--- src/video_pkg.sv ---
// Video path types and OSD colours
`default_nettype none

package video_pkg;

    // Bits per colour channel
    localparam int COLOR_W = 8;

    // One pixel with its sync, 27 bits
    typedef struct packed {
        logic [COLOR_W-1:0] r;
        logic [COLOR_W-1:0] g;
        logic [COLOR_W-1:0] b;
        logic               hsync;
        logic               vsync;
        logic               de;
    } pixel_t;

    // Two pixels per FIFO word, first is the earlier one
    typedef struct packed {
        pixel_t first;
        pixel_t second;
    } pair_t;

    // OSD colour index
    typedef logic [1:0] osd_color_t;

    // OSD colour table, RGB
    localparam logic [3*COLOR_W-1:0] OSD_BLACK  = 24'h000000;
    localparam logic [3*COLOR_W-1:0] OSD_BLUE   = 24'h0000ff;
    localparam logic [3*COLOR_W-1:0] OSD_YELLOW = 24'hffff00;
    localparam logic [3*COLOR_W-1:0] OSD_WHITE  = 24'hffffff;

    // Output path status
    typedef struct packed {
        logic underflow;
    } status_t;

endpackage

`default_nettype wire

--- src/capture_pair_packer.sv ---
// Capture source select and pixel pair packer
`timescale 1ns/1ns
`default_nettype none

module capture_pair_packer import video_pkg::*; (
    input  wire logic   pclk_out,
    input  wire logic   po_reset_n,
    input  wire logic   capture_sel_i,
    input  wire pixel_t isl_pix_i,
    input  wire logic   isl_valid_i,
    input  wire pixel_t hdmirx_pix_i,
    output pair_t       pair_o,
    output logic        pair_valid_o
);

    pixel_t cap_pix;
    logic   cap_valid;
    logic   second_slot;

    // Capture mux with one register stage
    always_ff @(posedge pclk_out) begin
        cap_pix <= capture_sel_i ? hdmirx_pix_i : isl_pix_i;
    end

    // HDMI receiver output counts as valid on every cycle
    always_ff @(posedge pclk_out or negedge po_reset_n) begin
        if (!po_reset_n) begin
            cap_valid    <= 1'b0;
            second_slot  <= 1'b0;
            pair_valid_o <= 1'b0;
        end else begin
            cap_valid    <= capture_sel_i | isl_valid_i;
            pair_valid_o <= cap_valid & second_slot;
            if (cap_valid) begin
                second_slot <= ~second_slot;
            end
        end
    end

    // Holding register fills the first slot then the second
    always_ff @(posedge pclk_out) begin
        if (cap_valid) begin
            if (second_slot) begin
                pair_o.second <= cap_pix;
            end else begin
                pair_o.first <= cap_pix;
            end
        end
    end

endmodule

`default_nettype wire

--- src/pair_fifo.sv ---
// Synchronous pixel pair FIFO
`timescale 1ns/1ns
`default_nettype none

module pair_fifo import video_pkg::*; #(
    parameter int FIFO_DEPTH = 16
) (
    input  wire logic  pclk_out,
    input  wire logic  po_reset_n,
    input  wire pair_t pair_i,
    input  wire logic  wr_i,
    input  wire logic  pop_i,
    output pair_t      pair_o,
    output logic       empty_o,
    output logic       full_o
);

    localparam int ADDR_W = $clog2(FIFO_DEPTH);

    pair_t             mem [FIFO_DEPTH];
    logic [ADDR_W:0]   wr_ptr;
    logic [ADDR_W:0]   rd_ptr;
    logic              wr_en;
    logic              rd_en;

    // Pair dropped when full
    assign wr_en = wr_i & ~full_o;
    assign rd_en = pop_i & ~empty_o;

    // Extra pointer bit tells full from empty
    assign empty_o = (wr_ptr == rd_ptr);
    assign full_o  = (wr_ptr[ADDR_W] != rd_ptr[ADDR_W]) &&
                     (wr_ptr[ADDR_W-1:0] == rd_ptr[ADDR_W-1:0]);

    // Show-ahead read
    assign pair_o = mem[rd_ptr[ADDR_W-1:0]];

    always_ff @(posedge pclk_out) begin
        if (wr_en) begin
            mem[wr_ptr[ADDR_W-1:0]] <= pair_i;
        end
    end

    always_ff @(posedge pclk_out or negedge po_reset_n) begin
        if (!po_reset_n) begin
            wr_ptr <= '0;
            rd_ptr <= '0;
        end else begin
            if (wr_en) begin
                wr_ptr <= wr_ptr + 1'b1;
            end
            if (rd_en) begin
                rd_ptr <= rd_ptr + 1'b1;
            end
        end
    end

    // Consumer must only pop data that is there
    a_no_pop_empty : assert property (
        @(posedge pclk_out) disable iff (!po_reset_n)
        pop_i |-> !empty_o
    ) else $error("pop while FIFO empty");

    // Rate match between packer and output stage keeps the FIFO from filling
    a_no_write_full : assert property (
        @(posedge pclk_out) disable iff (!po_reset_n)
        wr_i |-> !full_o
    ) else $error("write while FIFO full, pair lost");

endmodule

`default_nettype wire

--- src/pixel_output_stage.sv ---
// Pair unpack, OSD overlay and transmitter output registers
`timescale 1ns/1ns
`default_nettype none

module pixel_output_stage import video_pkg::*; (
    input  wire logic       pclk_out,
    input  wire logic       po_reset_n,
    input  wire pair_t      pair_i,
    input  wire logic       empty_i,
    input  wire logic       osd_enable_i,
    input  wire osd_color_t osd_color_i,
    output logic            pop_o,
    output pixel_t          hdmitx_o,
    output logic            frame_start_o,
    output status_t         status_o
);

    logic                 phase;
    pixel_t               unp_pix;
    pixel_t               hold_pix;
    pixel_t               osd_pix;
    logic                 unp_real;
    logic                 hold_real;
    logic                 vsync_prev;
    logic                 active;
    logic                 gap;
    logic [3*COLOR_W-1:0] osd_rgb;

    // One pair every second cycle
    assign pop_o = ~phase & ~empty_i;

    always_comb begin
        case (osd_color_i)
            2'd0:    osd_rgb = OSD_BLACK;
            2'd1:    osd_rgb = OSD_BLUE;
            2'd2:    osd_rgb = OSD_YELLOW;
            default: osd_rgb = OSD_WHITE;
        endcase
    end

    // Second pixel of the pair or a blank when nothing was popped
    always_ff @(posedge pclk_out) begin
        if (!phase) begin
            hold_pix <= pop_o ? pair_i.second : '0;
        end
    end

    // Unpack register takes the first pixel in phase 0 and the second in phase 1
    always_ff @(posedge pclk_out or negedge po_reset_n) begin
        if (!po_reset_n) begin
            phase     <= 1'b0;
            unp_pix   <= '0;
            unp_real  <= 1'b0;
            hold_real <= 1'b0;
        end else begin
            phase <= ~phase;
            if (!phase) begin
                unp_pix   <= pop_o ? pair_i.first : '0;
                unp_real  <= pop_o;
                hold_real <= pop_o;
            end else begin
                unp_pix  <= hold_pix;
                unp_real <= hold_real;
            end
        end
    end

    // Starved slot inside the stream is reported once data flows again
    // so the drain at the end of a stream is not an underflow
    always_ff @(posedge pclk_out or negedge po_reset_n) begin
        if (!po_reset_n) begin
            active   <= 1'b0;
            gap      <= 1'b0;
            status_o <= '0;
        end else if (!phase) begin
            if (pop_o) begin
                active <= 1'b1;
                gap    <= 1'b0;
                if (gap) begin
                    status_o.underflow <= 1'b1;
                end
            end else if (active) begin
                gap <= 1'b1;
            end
        end
    end

    // Frame start on falling vsync with hsync low among real pixels
    always_ff @(posedge pclk_out or negedge po_reset_n) begin
        if (!po_reset_n) begin
            vsync_prev    <= 1'b0;
            frame_start_o <= 1'b0;
        end else if (unp_real) begin
            vsync_prev    <= unp_pix.vsync;
            frame_start_o <= vsync_prev & ~unp_pix.vsync & ~unp_pix.hsync;
        end else begin
            frame_start_o <= 1'b0;
        end
    end

    // Stage 1 OSD colour override and stage 2 transmitter pins
    always_ff @(posedge pclk_out or negedge po_reset_n) begin
        if (!po_reset_n) begin
            osd_pix  <= '0;
            hdmitx_o <= '0;
        end else begin
            if (osd_enable_i) begin
                {osd_pix.r, osd_pix.g, osd_pix.b} <= osd_rgb;
            end else begin
                {osd_pix.r, osd_pix.g, osd_pix.b} <= {unp_pix.r, unp_pix.g, unp_pix.b};
            end
            osd_pix.hsync <= unp_pix.hsync;
            osd_pix.vsync <= unp_pix.vsync;
            osd_pix.de    <= unp_pix.de;
            hdmitx_o      <= osd_pix;
        end
    end

endmodule

`default_nettype wire

--- src/video_out_top.sv ---
// External video output path
`timescale 1ns/1ns
`default_nettype none

module video_out_top import video_pkg::*; #(
    parameter int FIFO_DEPTH = 16
) (
    input  wire logic       pclk_out,
    input  wire logic       po_reset_n,
    input  wire logic       capture_sel_i,
    input  wire pixel_t     isl_pix_i,
    input  wire logic       isl_valid_i,
    input  wire pixel_t     hdmirx_pix_i,
    input  wire logic       osd_enable_i,
    input  wire osd_color_t osd_color_i,
    output pixel_t          hdmitx_o,
    output logic            frame_start_o,
    output status_t         status_o
);

    pair_t cap_pair;
    logic  cap_pair_valid;
    pair_t fifo_pair;
    logic  fifo_empty;
    logic  out_pop;

    capture_pair_packer u_packer (
        .pclk_out     (pclk_out),
        .po_reset_n   (po_reset_n),
        .capture_sel_i(capture_sel_i),
        .isl_pix_i    (isl_pix_i),
        .isl_valid_i  (isl_valid_i),
        .hdmirx_pix_i (hdmirx_pix_i),
        .pair_o       (cap_pair),
        .pair_valid_o (cap_pair_valid)
    );

    // Full only matters to the FIFO write gate
    pair_fifo #(
        .FIFO_DEPTH(FIFO_DEPTH)
    ) u_fifo (
        .pclk_out  (pclk_out),
        .po_reset_n(po_reset_n),
        .pair_i    (cap_pair),
        .wr_i      (cap_pair_valid),
        .pop_i     (out_pop),
        .pair_o    (fifo_pair),
        .empty_o   (fifo_empty),
        .full_o    ()
    );

    pixel_output_stage u_output (
        .pclk_out     (pclk_out),
        .po_reset_n   (po_reset_n),
        .pair_i       (fifo_pair),
        .empty_i      (fifo_empty),
        .osd_enable_i (osd_enable_i),
        .osd_color_i  (osd_color_i),
        .pop_o        (out_pop),
        .hdmitx_o     (hdmitx_o),
        .frame_start_o(frame_start_o),
        .status_o     (status_o)
    );

endmodule

`default_nettype wire

--- config.mk ---
export PLATFORM = sky130hd
export DESIGN_NAME = video_out_top
export DESIGN_NICKNAME = d
export VERILOG_FILES = /design/src/video_pkg.sv /design/src/capture_pair_packer.sv /design/src/pair_fifo.sv /design/src/pixel_output_stage.sv /design/src/video_out_top.sv
export SDC_FILE = /design/constraint.sdc
export NUM_CORES = 1
export LEC_CHECK = 0
export ABC_AREA = 0
export BUFFER_PORTS_ARGS = -buffer_cell sky130_fd_sc_hd__buf_4
export CORE_UTILIZATION = 24
export CTS_CLUSTER_SIZE = 24
export DETAILED_ROUTE_END_ITERATION = 7
export GPL_TIMING_DRIVEN = 1
export REMOVE_ABC_BUFFERS = 1
export SYNTH_ARGS = -nofsm -noshare
export SYNTH_HDL_FRONTEND = slang
export SYNTH_SLANG_ARGS = --single-unit
--- constraint.sdc ---
create_clock -name pclk_out -period 7.5 [get_ports pclk_out]
set_input_delay 1.125 -clock pclk_out [delete_from_list [all_inputs] [get_ports pclk_out]]
set_output_delay 1.125 -clock pclk_out [all_outputs]
set_load 0.02 [all_outputs]
After elaboration in Yosys (flattened, before gate mapping):

Memories as Yosys holds them, arrays and structs flattened.
Index checks and enable logic that the tools add are counted.

* bits in registers: 209
* memory bits (writable): 864
* bits of input ports: 61
* output and inout bits: 29
* logic and storage cells: 93
* memories kept: 1

Memory list
* u_fifo.mem: depth 16, bits a word 54, read ports 1, clocked after memory_dff 0, write ports 1, RTL line pair_fifo.sv:20 `pair_t mem [FIFO_DEPTH];`

* add/sub/neg operators: 2
* eq/ne operators: 5
* mux-type cells: 10
* bitwise operators: 13
* reductions and logical operators: 8

Operators with widths (count)
* $mux 27: 3
* $pmux 24 s3: 1
* $mux 24: 1
* $add 5x1->5 const B: 2
* $reduce_and 2->1: 4
* $and 1x1->1: 6
* $not 1->1: 6
* $eq 5x5->1: 1
* $mux 1: 5
* $eq 4x4->1: 1
* $reduce_and 3->1: 1
* $eq 2x1->1 const B: 1
* $eq 2x2->1 const B: 1
* $logic_not 2->1: 1
* $reduce_bool 2->1: 1
* $logic_and 1x1->1: 1
* $ne 1x1->1: 1
* $or 1x1->1: 1

Depth between registers and ports, before layout:

Gate-level depths: netlist of the first run.

* word-level depth: 6
* gate-level depth with buffers: 8
* gate-level depth less buffers: 4

Modules after synthesis:

Synthesis of the first run repeated with hierarchy kept, for this count alone.

* cell total of the unflattened synthesis: 1874
* area total of the unflattened synthesis: 40412.5 sq um

By module, submodules not included
* pair_fifo: times used 1, cells an instance 1515, area each 33955.1 sq um, sequential area each 26195.1 sq um
* pixel_output_stage: times used 1, cells an instance 241, area each 3766.1 sq um, sequential area each 3012.9 sq um
* capture_pair_packer: times used 1, cells an instance 118, area each 2691.3 sq um, sequential area each 2237.1 sq um

Worst setup path before layout of the first run:

No wires, ideal clock.

* kind: register -> register
* from: register u_fifo.rd_ptr[0]
* to: memory u_fifo.mem[3][0] (netlist bit) (enable)
* library setup time: 0.532 ns
* arrival: 4.798 ns
* required time: 6.968 ns
* slack: 2.170 ns
* cell stages (with the launch flop): 7
* path buffers: 2
* clock period less this slack: 5.330 ns
* cell sequence: dfrtp_1 -> buf_2 -> buf_4 -> xnor2_1 -> nand4_1 -> o211ai_1 -> nor3_1

* cells in the longest elaborated chain, start to end: 6

Ends and longest elaborated chain
* start: declaration: RTL line pair_fifo.sv:22 `logic [ADDR_W:0] rd_ptr;`
* start signal: assignment: RTL line pair_fifo.sv:53 `rd_ptr <= rd_ptr + 1'b1;`
* $eq 4x4->1: RTL line pair_fifo.sv:33 `(wr_ptr[ADDR_W-1:0] == rd_ptr[ADDR_W-1:0]);`
* $logic_and 1x1->1: RTL line pair_fifo.sv:32 `assign full_o = (wr_ptr[ADDR_W] != rd_ptr[ADDR_W]) &&`
* $not 1->1: RTL line pair_fifo.sv:27 `assign wr_en = wr_i & ~full_o;`
* $and 1x1->1: RTL line pair_fifo.sv:27
* $mux 1: RTL line pair_fifo.sv:39 `if (wr_en) begin`
* $mux 1 (implied by the code): RTL line pair_fifo.sv:40 `mem[wr_ptr[ADDR_W-1:0]] <= pair_i;`
* end: declaration: RTL line pair_fifo.sv:20

Every way passes these cells.

Worst setup path after layout of the first run:

* from: register u_fifo.rd_ptr[2]
* to: memory u_fifo.mem[7][18] (netlist bit) (enable)

Same word-level chain as after synthesis.

==> results of run 1 <==
-- sequential cells by signal, summed over array words and instances, names as in the netlist, 5 cells and up --
register           cells
u_fifo.mem           864
u_fifo.rd_ptr          5
u_fifo.wr_ptr          5
u_output.hdmitx_o     27
u_output.hold_pix     27
u_output.osd_pix      27
u_output.unp_pix      27
u_packer.cap_pix      27
u_packer.pair_o       54
-- through the flow --
step,hold WS [ns],setup TNS [ns],power (mW),setup slack (ns)
after floorplan,0.3312,-3282.23,11.49,-5.664
after global placement,0.3347,0,12.31,3.702
after detailed placement,0.3347,0,12.35,3.678
after CTS,0.3486,0,17.52,3.656
after global routing,0.3535,0,18.03,3.547
final,0.3465,0,17.32,3.714
-- final cells by class --
| type | instances | area [sq um] | area share |
|---|---|---|---|
| sequential | 1073 | 31460 | 0.6828 |
| multi-input combinational | 504 | 7466 | 0.1621 |
| clock buffer | 138 | 2756 | 0.05983 |
| tap | 2175 | 2721 | 0.05907 |
| timing repair buffer | 124 | 959.7 | 0.02083 |
| clock inverter | 47 | 590.6 | 0.01282 |
| inverter | 31 | 117.6 | 0.002553 |
| antenna | 1 | 2.502 | 0.00005432 |
-- logic make-up (layout without fill, tap and decap cells) --
group                    count (synthesis)  after routing  share of synthesized area
AO/OA/AOI/OAI                          116            116                    0.02130
XOR/XNOR                                14             14                   0.003115
adder cells (fa/ha/maj)                  5              5                   0.001589
buffers and inverters                  118            340                    0.01456
flip-flops                            1073           1073                     0.7988
multiplexers                           275            275                     0.1478
other                                    0              1                          0
AND/OR/NAND/NOR                         94             94                    0.01278
-- cells in the final DEF (no fill, tap or decap), drive strengths merged, types with 14 or more instances in the layout --
cell	count
a22o	26
a22oi	52
and2	30
and3	14
buf	124
clkbuf	138
clkinv	30
dfrtp	101
dfxtp	27
edfxtp	945
inv	34
mux2	31
mux4	242
nand2	32
o21ai	25
-- routing by layer --
layer  wire (um)  GRT usage
met1       40560     0.1546
met2       44970     0.1810
met3        5336    0.02176
met4        1260    0.02209
met5           0          0
-- critical path, delay by kind of cell (launching register included) --
family / cells / cell delay [ns]
AOI/OAI and AO/OA: 1 / 0.22
and+or+nand+nor: 2 / 1.00
xor gates and xnor gates: 1 / 0.22
DFF: 1 / 0.34
buffers and inverters: 2 / 1.53
-- power by group --
part	switching, mW	internal (mW)
sequential	0.648	7.66
combinational	2.03	1.79
clock	2.24	2.94
total	4.93	12.4
-- Yosys cell counts (11+ instances only) --
master,number,area [sq um]
a22o_1,26,227.7
a22oi_1,52,390.4
and2_1,30,187.7
and3_1,14,87.58
buf_2,17,85.08
buf_6,13,146.4
clkbuf_1,44,165.2
dfrtp_1,101,2527
dfxtp_1,27,540.5
edfxtp_1,945,28380
inv_1,31,116.4
mux2_2,31,349.1
mux4_2,242,5450
nand2_1,32,120.1
o21ai_0,25,125.1
xnor2_1,11,96.34
-- worst paths after layout --
path                                 startpoint                     to  depth (start not counted)
min reg2reg                u_output.osd_pix[14]  u_output.hdmitx_o[14]                          0
min                        u_output.osd_pix[14]  u_output.hdmitx_o[14]                          0
max reg2reg                    u_fifo.rd_ptr[2]      u_fifo.mem[7][18]                          6
max                            u_fifo.rd_ptr[2]      u_fifo.mem[7][18]                          6
max in group asynchronous            po_reset_n   u_output.osd_pix[23]                          2
min in group asynchronous            po_reset_n   u_output.osd_pix[20]                          1
==> key figures, run 1 <==
Setup path
  • Critical Path Most Common Cell: buf_4
  • CP Cell Sequence: buf_4 > xnor2_1 > nand4_1 > o211ai_1 > nor2b_4 > buf_4
  • CP endpoint kind: flop
  • Kind of critical path: reg2reg
  • Arr. time, crit path: 4.10 ns
  • Slowest stage cell, crit path: nor2b_4
  • CP max stage delay: 0.77 ns
  • CP required: 7.82 ns
  • Worst Path Max Fanout: 37
  • Crit start category: flop
  • R2R setup slack: approximately 3.7 ns

Finish
  • NumNets Final: between 1500 and 2000
  • Fill cell count: 15810
  • Layout Cells excl Fill: 4093
  • Final core occ: 0.2830
  • Layout cells sized above 1: 0.3010
  • Syn-to-layout area delta: 17.04%
  • Final Instance Area: 46070 sq um

CTS
  • Clk slew on worst S/H paths: approximately 0.070 ns
  • CTS-repair resized insts: 0
  • # hold bufs at CTS: 0
  • Clock Latency Late Sink: between 0.7 and 0.8 ns
  • CTS HTree Levels: 3
  • Clock root cell: clkbuf_16
  • Clock Tree Buf Depth: 3
  • CTS tree: built
  • Setup repair bufs after CTS: 0
  • CTS buffer count: 98
  • CTS Sinks: 1073

Placed design
  • Dpl hpwl: 46940 um
  • Gp weighted congestion: 0.6960
  • DP Area: between 40000 and 50000 sq um
  • Port Buf Inserts: 89
  • Post-Place Cells: 3907

Synthesis
  • FFs w/ async S/R, synth: 0.09413
  • EDFF count, synth: 945
  • Yosys Warn Count: 0
  • Synthesized flop and latch total: 1073
  • Top_reg_cell synth: edfxtp_1
  • Mapped Area: 39360 sq um
  • Avg Inst Size Synth: roughly 23 sq um
  • Part of the Yosys area used for sequential elements: 0.7988
  • Netlist cell types: 39
  • Synth Instances: 1695

Run status
  • Outcome: finished clean

Floorplan
  • Die Span X: between 400 and 500 um
  • Die ar.: 165600 sq um
  • Cell Rows: 148
  • Core Area: 162800 sq um
  • I/O pin total: 90
  • Die Y: ~410 um
  • Starting Density: 0.2418

Global route
  • Largest net degree at the start of global routing: 96
  • First-pass GRT wire length: 132600 um
  • Global Route Usage Sum: 0.1114
  • GR Overflow Total: 0
  • Vias in the first global route: approximately 18000
  • Initial antenna violation count: 6

Routing
  • Detailed-route via count: roughly 18000
  • DR WL/cell: 22.51 um
  • Via/cell ratio: 4.293
  • Detailed Route Iter0 Violations: around 2000
  • Total Wirelength: 92130 um
  • TritonRoute pass-1 iters: 5
  • DRC: 0
  • Number of nets with antenna violations after routing: 0

STA
  • Worst slew pin tran: 0.9901 ns
  • Slew margin rel.: 0.3400
  • RSZ-0062 raised after global routing: false
  • Final setup viols: 0
  • Peak Freq: 0.2641 GHz
  • Final hold violations: 0
  • Final-report max-slew violation count: 0
  • Final Skew: 0.02884 ns
  • Final min period: roughly 3.8 ns
  • Period utilization: 0.5048

Power and ir drop
  • Cell Pwr Density: 375.9 nW/um^2
  • Peak supply drop: between 300 and 400 uV
  • LEAKAGE: 14.71 nW

Flow run
  • Max cap viols: 0

Hold path
  • HP Class: reg2reg
(Power assumes the default switching activity.)
==> inputs of run 2 (changes only) <==
==> constraint.sdc (replaced) <==
create_clock -name pclk_out -period 3.4 [get_ports pclk_out]
set_input_delay 0.51 -clock pclk_out [delete_from_list [all_inputs] [get_ports pclk_out]]
set_output_delay 0.51 -clock pclk_out [all_outputs]
set_load 0.02 [all_outputs]
==> run 2 against run 1 <==
Net effect:
- power grew 120%
- sequential power up 120%
- final cell count rose by 1.2%
- critical path depth is 1 lower
- wire length is 0.77% higher
- register-to-register slack worse by 3.0 ns
- utilization grew 0.39 points
- via count up 1.2%
- critical path type unchanged
- sequential cell count is the same
- first-iteration DRC count down 2.2%
- die area stayed put
- clock-buffer cell count down 7
==> key figures, run 2 (synthesized netlist as in run 1, its figures left out) <==
Run status
  • Outcome: finished clean

Finish
  • Commonest non-fill, non-tap cell in the layout: edfxtp_1
  • Final Instance Area: between 40000 and 50000 sq um
  • Layout cells sized above 1: 0.3159
  • Fill cell count: 15750
  • Sequential Area: 31460 sq um
  • NumNets Final: 1949
  • Layout Cells excl Fill: 4144
  • Max reg flops: 864
  • Most frequent cells in the layout: edfxtp_1, mux4_2, buf_4, clkbuf_16, dfrtp_1
  • Multi-input gate area: 7466 sq um
  • Syn-to-layout area delta: 18.65%

Routing
  • Detailed Route Iter0 Violations: 1916
  • Total Wirelength: 92840 um
  • Detailed-route via count: 17780
  • DRC: 0
  • DR WL/cell: about 22 um
  • TritonRoute pass-1 iters: 5
  • Number of nets with antenna violations after routing: 0
  • Via/cell ratio: 4.291

STA
  • Peak Freq: 0.3778 GHz
  • Final Skew: 0.03615 ns
  • TNS Setup: 0 ns
  • RSZ-0062 raised after global routing: false
  • Final min period: 2.647 ns
  • Slew margin rel.: 0.3520
  • Final hold violations: 0
  • Worst slew pin tran: 0.9697 ns
  • Period utilization: 0.7785
  • Final-report max-slew violation count: 0
  • WHS: approximately 0.043 ns
  • Final setup viols: 0

Global route
  • GR met2 Demand/Resource: 0.1782
  • Largest net degree at the start of global routing: 74
  • First-pass GRT wire length: 134400 um
  • Vias in the first global route: 18630
  • GR Util met1: 0.1570
  • GRT met3 Usage: 0.02423
  • Top Usage Layer GRT: met2
  • Global Route Usage Sum: 0.1128
  • Initial antenna violation count: 3
  • GR Overflow Total: 0

Setup path
  • CP required: 3.79 ns
  • CP endpoint kind: flop
  • Kind of critical path: reg2reg
  • R2R Path Start: u_fifo.rd_ptr[3]
  • Arr. time, crit path: roughly 3 ns
  • Crit start category: flop
  • Worst Path Max Fanout: 22
  • Worst setup path start: u_fifo.rd_ptr[3]

Placed design
  • Dpl hpwl: 51430 um
  • Port Buf Inserts: between 80 and 90
  • Gp weighted congestion: around 0.73
  • Post-Place Cells: 3946
  • DP Area: 43350 sq um

Hold path
  • HP Class: in2reg
  • Hold path start: hdmirx_pix_i[26]

CTS
  • CTS Sinks: 1073
  • CTS buffer count: 100
  • # hold bufs at CTS: 10
  • CTS-repair resized insts: 0
  • Clock Tree Buf Depth: 3
  • CTS HTree Levels: 3
  • Clock root cell: clkbuf_16
  • Setup repair bufs after CTS: 0
  • Clock Latency Late Sink: slightly above 0.7 ns
  • Clk slew on worst S/H paths: approximately 0.07 ns
  • CTS tree: built

Power and ir drop
  • Peak supply drop: 524.7 uV
  • Total power after layout: 38.23 mW
  • Cell Pwr Density: 818.6 nW/um^2
  • LEAKAGE: 15.00 nW

Floorplan
  • Core Area: around 160000 sq um
  • Cell Rows: 148
  • I/O pin total: 90
  • Die ar.: 165600 sq um
  • Die Y: between 400 and 500 um
  • Die Span X: 407.0 um
  • Starting Density: 0.2418

Flow run
  • Max cap viols: 0
-- run 2: cell types whose count changed in the layout (fill, tap and decap cells not counted), moves of 2 or more --
cell / delta
inv_4: +2
diode_2: +2
clkbuf_8: +4
buf_4: +12
bufinv_16: -6
clkbuf_1: -12
clkinvlp_4: +2
buf_12: +27
inv_6: +4
dlygate4sd3_1: +10
clkinv_1: +7
-- run 2: report_power, final --
| part | internal (mW) | total [mW] | switching [mW] |
|---|---|---|---|
| registers | 16.9 | 18.1 | 1.19 |
| clock network | 6.13 | 11.1 | 4.97 |
| logic | 4.23 | 9.04 | 4.81 |
| total | 27.3 | 38.2 | 11.0 |
-- run 2: layout make-up --
type,count,share of cell area
repair buffers,173,0.03619
multi-input cells,504,0.1599
well taps,2175,0.05827
clock inverters,54,0.009698
diodes,3,0.0001607
flip-flops and latches,1073,0.6735
inverters,31,0.002518
clock buffers,131,0.05977
-- run 2: final timing paths --
| kind | to | slack [ns] | cells after the start |
|---|---|---|---|
| setup / recovery | u_fifo.mem[2][50] | 0.75 | 5 |
| hold / removal | u_packer.cap_pix[26] | 0.04 | 2 |
| setup reg to reg | u_fifo.mem[2][50] | 0.75 | 5 |
| hold reg to reg | u_output.hdmitx_o[2] | 0.35 | 0 |
| max in group asynchronous | u_packer.cap_valid | 2.11 | 3 |
| min in group asynchronous | u_output.hdmitx_o[25] | 0.43 | 2 |
-- run 2: stage by stage --
step	setup slack (ns)	util
6_report	0.7530	0.2869
5_1_grt	0.6062	0.2869
4_1_cts	0.7177	0.2869
3_5_place_dp	0.7560	0.2663
3_3_place_gp	0.7550	0.2663
2_1_floorplan	-9.764	-
-- run 2: worst max-delay path, cell delays in order (launching register included) --
cell and delay (ns):
dfrtp_2 0.54, xnor2_1 0.19, nand4_1 0.19, o21a_1 0.46, and3_4 0.63, buf_12 0.30
-- run 2: layer usage --
metal	vias to the layer above	wire (um)
li1	7444	-
met1	9685	41090
met2	537	44060
met3	114	6179
met4	0	1509
met5	-	0
==> inputs of run 3 (changes only) <==
==> constraint.sdc (replaced) <==
create_clock -name pclk_out -period 2.2 [get_ports pclk_out]
set_input_delay 0.33 -clock pclk_out [delete_from_list [all_inputs] [get_ports pclk_out]]
set_output_delay 0.33 -clock pclk_out [all_outputs]
set_load 0.02 [all_outputs]
==> run 3 against run 2 <==
Net effect:
- the run now ends with negative setup slack left
- final cell count up 3.8%
- clock skew down 0.011 ns
- critical path depth is 3 higher
- sequential cell count did not move
- sequential share of layout area down 3.6 points
- wire length up 2.5%
- first-iteration DRC count shrank 17%
- clock power is 60% higher
- die area unchanged
- critical path type unchanged
==> key figures, run 3 (synthesized netlist as in run 1, its figures left out) <==
Power and ir drop
  • LEAKAGE: 16.15 nW
  • Cell Pwr Density: 1278 nW/um^2
  • Peak supply drop: 867.3 uV
  • Total power after layout: between 60 and 70 mW

Hold path
  • HP Class: in2async

Placed design
  • Post-Place Setup Slack: -0.07029 ns
  • Post-Place Cells: 4034
  • Gp weighted congestion: 0.7391
  • Dpl hpwl: 55320 um
  • Port Buf Inserts: 89

Setup path
  • R2R Path Start: u_fifo.rd_ptr[0]
  • Critical Path Stages: 8
  • CP endpoint kind: flop
  • RR Endpoint: u_fifo.mem[3][26]
  • Kind of critical path: reg2reg
  • R2R setup slack: -0.07 ns
  • CP required: approximately 2.6 ns
  • CP Buf/Inv Count: 4
  • Worst R2R Path Depth: 8
  • Arr. time, crit path: 2.71 ns
  • CP delay by family, top: buffers and inverters
  • Crit path to: u_fifo.mem[3][26]
  • Crit start category: flop
  • CP Cell Sequence: buf_12 > xnor2_1 > nand4_1 > buf_4 > o211ai_1 > nor3_2 > buf_6 > clkbuf_16
  • Worst setup path start: u_fifo.rd_ptr[0]
  • Slowest stage cell, crit path: dfrtp_4
  • CP max stage delay: between 0.5 and 0.6 ns
  • Worst Path Max Fanout: 13

Floorplan
  • Die Span X: between 400 and 500 um
  • Core Area: 162800 sq um
  • Starting Density: 0.2418
  • I/O pin total: 90
  • Cell Rows: 148
  • Die ar.: 165600 sq um
  • Die Y: between 400 and 500 um

Routing
  • Detailed Route Iter0 Violations: 1587
  • TritonRoute pass-1 iters: 5
  • DR WL/cell: around 22 um
  • Via/cell ratio: approximately 4.3
  • Total Wirelength: 95180 um
  • Detailed-route via count: 18420
  • Number of nets with antenna violations after routing: 0
  • DRC: 0

STA
  • Peak Freq: 0.4411 GHz
  • Final worst setup slack: -0.06717 ns
  • Final setup viols: roughly 130
  • Period utilization: 1.031
  • WHS: approximately 0.14 ns
  • Worst slew pin tran: 0.6575 ns
  • Slew margin rel.: 0.5616
  • Final-report max-slew violation count: 0
  • Final Skew: 0.02537 ns
  • RSZ-0062 raised after global routing: true
  • Final hold violations: 0
  • Final min period: approximately 2.3 ns

Flow run
  • Max cap viols: 0

CTS
  • Clock root cell: clkbuf_16
  • Clock Tree Buf Depth: 3
  • CTS buffer count: between 100 and 150
  • Clock Latency Late Sink: ~0.70 ns
  • CTS Sinks: 1073
  • CTS tree: built
  • Clk slew on worst S/H paths: 0.07 ns
  • CTS HTree Levels: 3

Global route
  • Largest net degree at the start of global routing: 36
  • Initial antenna violation count: 5
  • Global Route Usage Sum: 0.1151
  • GR Overflow Total: 0
  • Vias in the first global route: between 15000 and 20000
  • First-pass GRT wire length: 137000 um

Run status
  • Failing checks: negative setup slack
  • Outcome: finished, violations left

Finish
  • Layout Cells excl Fill: 4302
  • Multi-input gate area: between 7000 and 8000 sq um
  • Most frequent cells in the layout: edfxtp_1, mux4_2, buf_4, clkbuf_16, dfrtp_1
  • Max reg flops: 864
  • Syn-to-layout area delta: 25.37%
  • Fill cell count: 15580
  • Layout cells sized above 1: 0.3634
  • Final core occ: 0.3032
  • Commonest non-fill, non-tap cell in the layout: edfxtp_1
  • Sequential Area: 31460 sq um
  • NumNets Final: 2104
  • Diode count: 0
run 3: changes by cell type in the layout (fill, tap and decap cells not counted), sizes merged:
cell	delta
buf	+102
bufinv	+1
diode	-3
clkbuf	+25
inv	-6
clkinv	-4
clkinvlp	-3
dlygate4sd3	+46
run 3: layer usage:
metal  global-route usage  wire (um)  vias to the layer above
met2               0.1838      45650                      554
met1               0.1612      42090                     9985
li1                     -          -                     7755
met5                    0          0                        -
met4              0.02711       1842                        0
met3              0.02184       5591                      123
run 3: power by group:
| part | total [mW] | switching, mW | internal (mW) |
|---|---|---|---|
| logic | 17.4 | 8.36 | 9.00 |
| registers | 27.9 | 1.79 | 26.1 |
| clock network | 17.8 | 7.68 | 10.1 |
| total | 63.1 | 17.8 | 45.2 |
run 3: stage by stage:
| stage | setup TNS (ns) | area (sq um) |
|---|---|---|
| final | -4.456 | 49350 |
| after global routing | -13.59 | 49350 |
| after CTS | -1.640 | 48950 |
| after detailed placement | -20.10 | 44810 |
| after global placement | -15.94 | 44810 |
| after floorplan | -8221.83 | 38910 |
run 3: layout make-up:
type                       count  share of cell area
sequential                  1073              0.6374
multi-input combinational    504              0.1549
timing repair buffer         326             0.08090
clock buffer                 151             0.06092
tap                         2175             0.05514
clock inverter                42            0.008392
inverter                      31            0.002383
run 3: what timing repair did:
action	in CTS	in global routing
hold buffers	56	0
endpoints found under the setup margin	674	222
gates cloned	3	5
buffers inserted	3	8
pin swaps	7	10
hold endpoints to repair	129	0
resized for setup	14	53
run 3: worst min path at each step:
stage	startpoint	end	depth (start not counted)
6_report	po_reset_n	u_output.hdmitx_o[25]	2
3_5_place_dp	po_reset_n	u_output.hdmitx_o[25]	1
4_1_cts	osd_enable_i	u_output.osd_pix[23]	2
5_1_grt	osd_enable_i	u_output.osd_pix[23]	2
3_3_place_gp	po_reset_n	u_output.hdmitx_o[25]	1
2_1_floorplan	po_reset_n	u_fifo.rd_ptr[0]	0
run 3: worst reg2reg max path, delay by kind of cell (launching register included):
| family | cells | cell delay, ns |
|---|---|---|
| flops | 1 | 0.53 |
| buf+inv | 4 | 0.73 |
| simple gates | 2 | 0.27 |
| compound gates | 1 | 0.28 |
| xor+xnor | 1 | 0.22 |
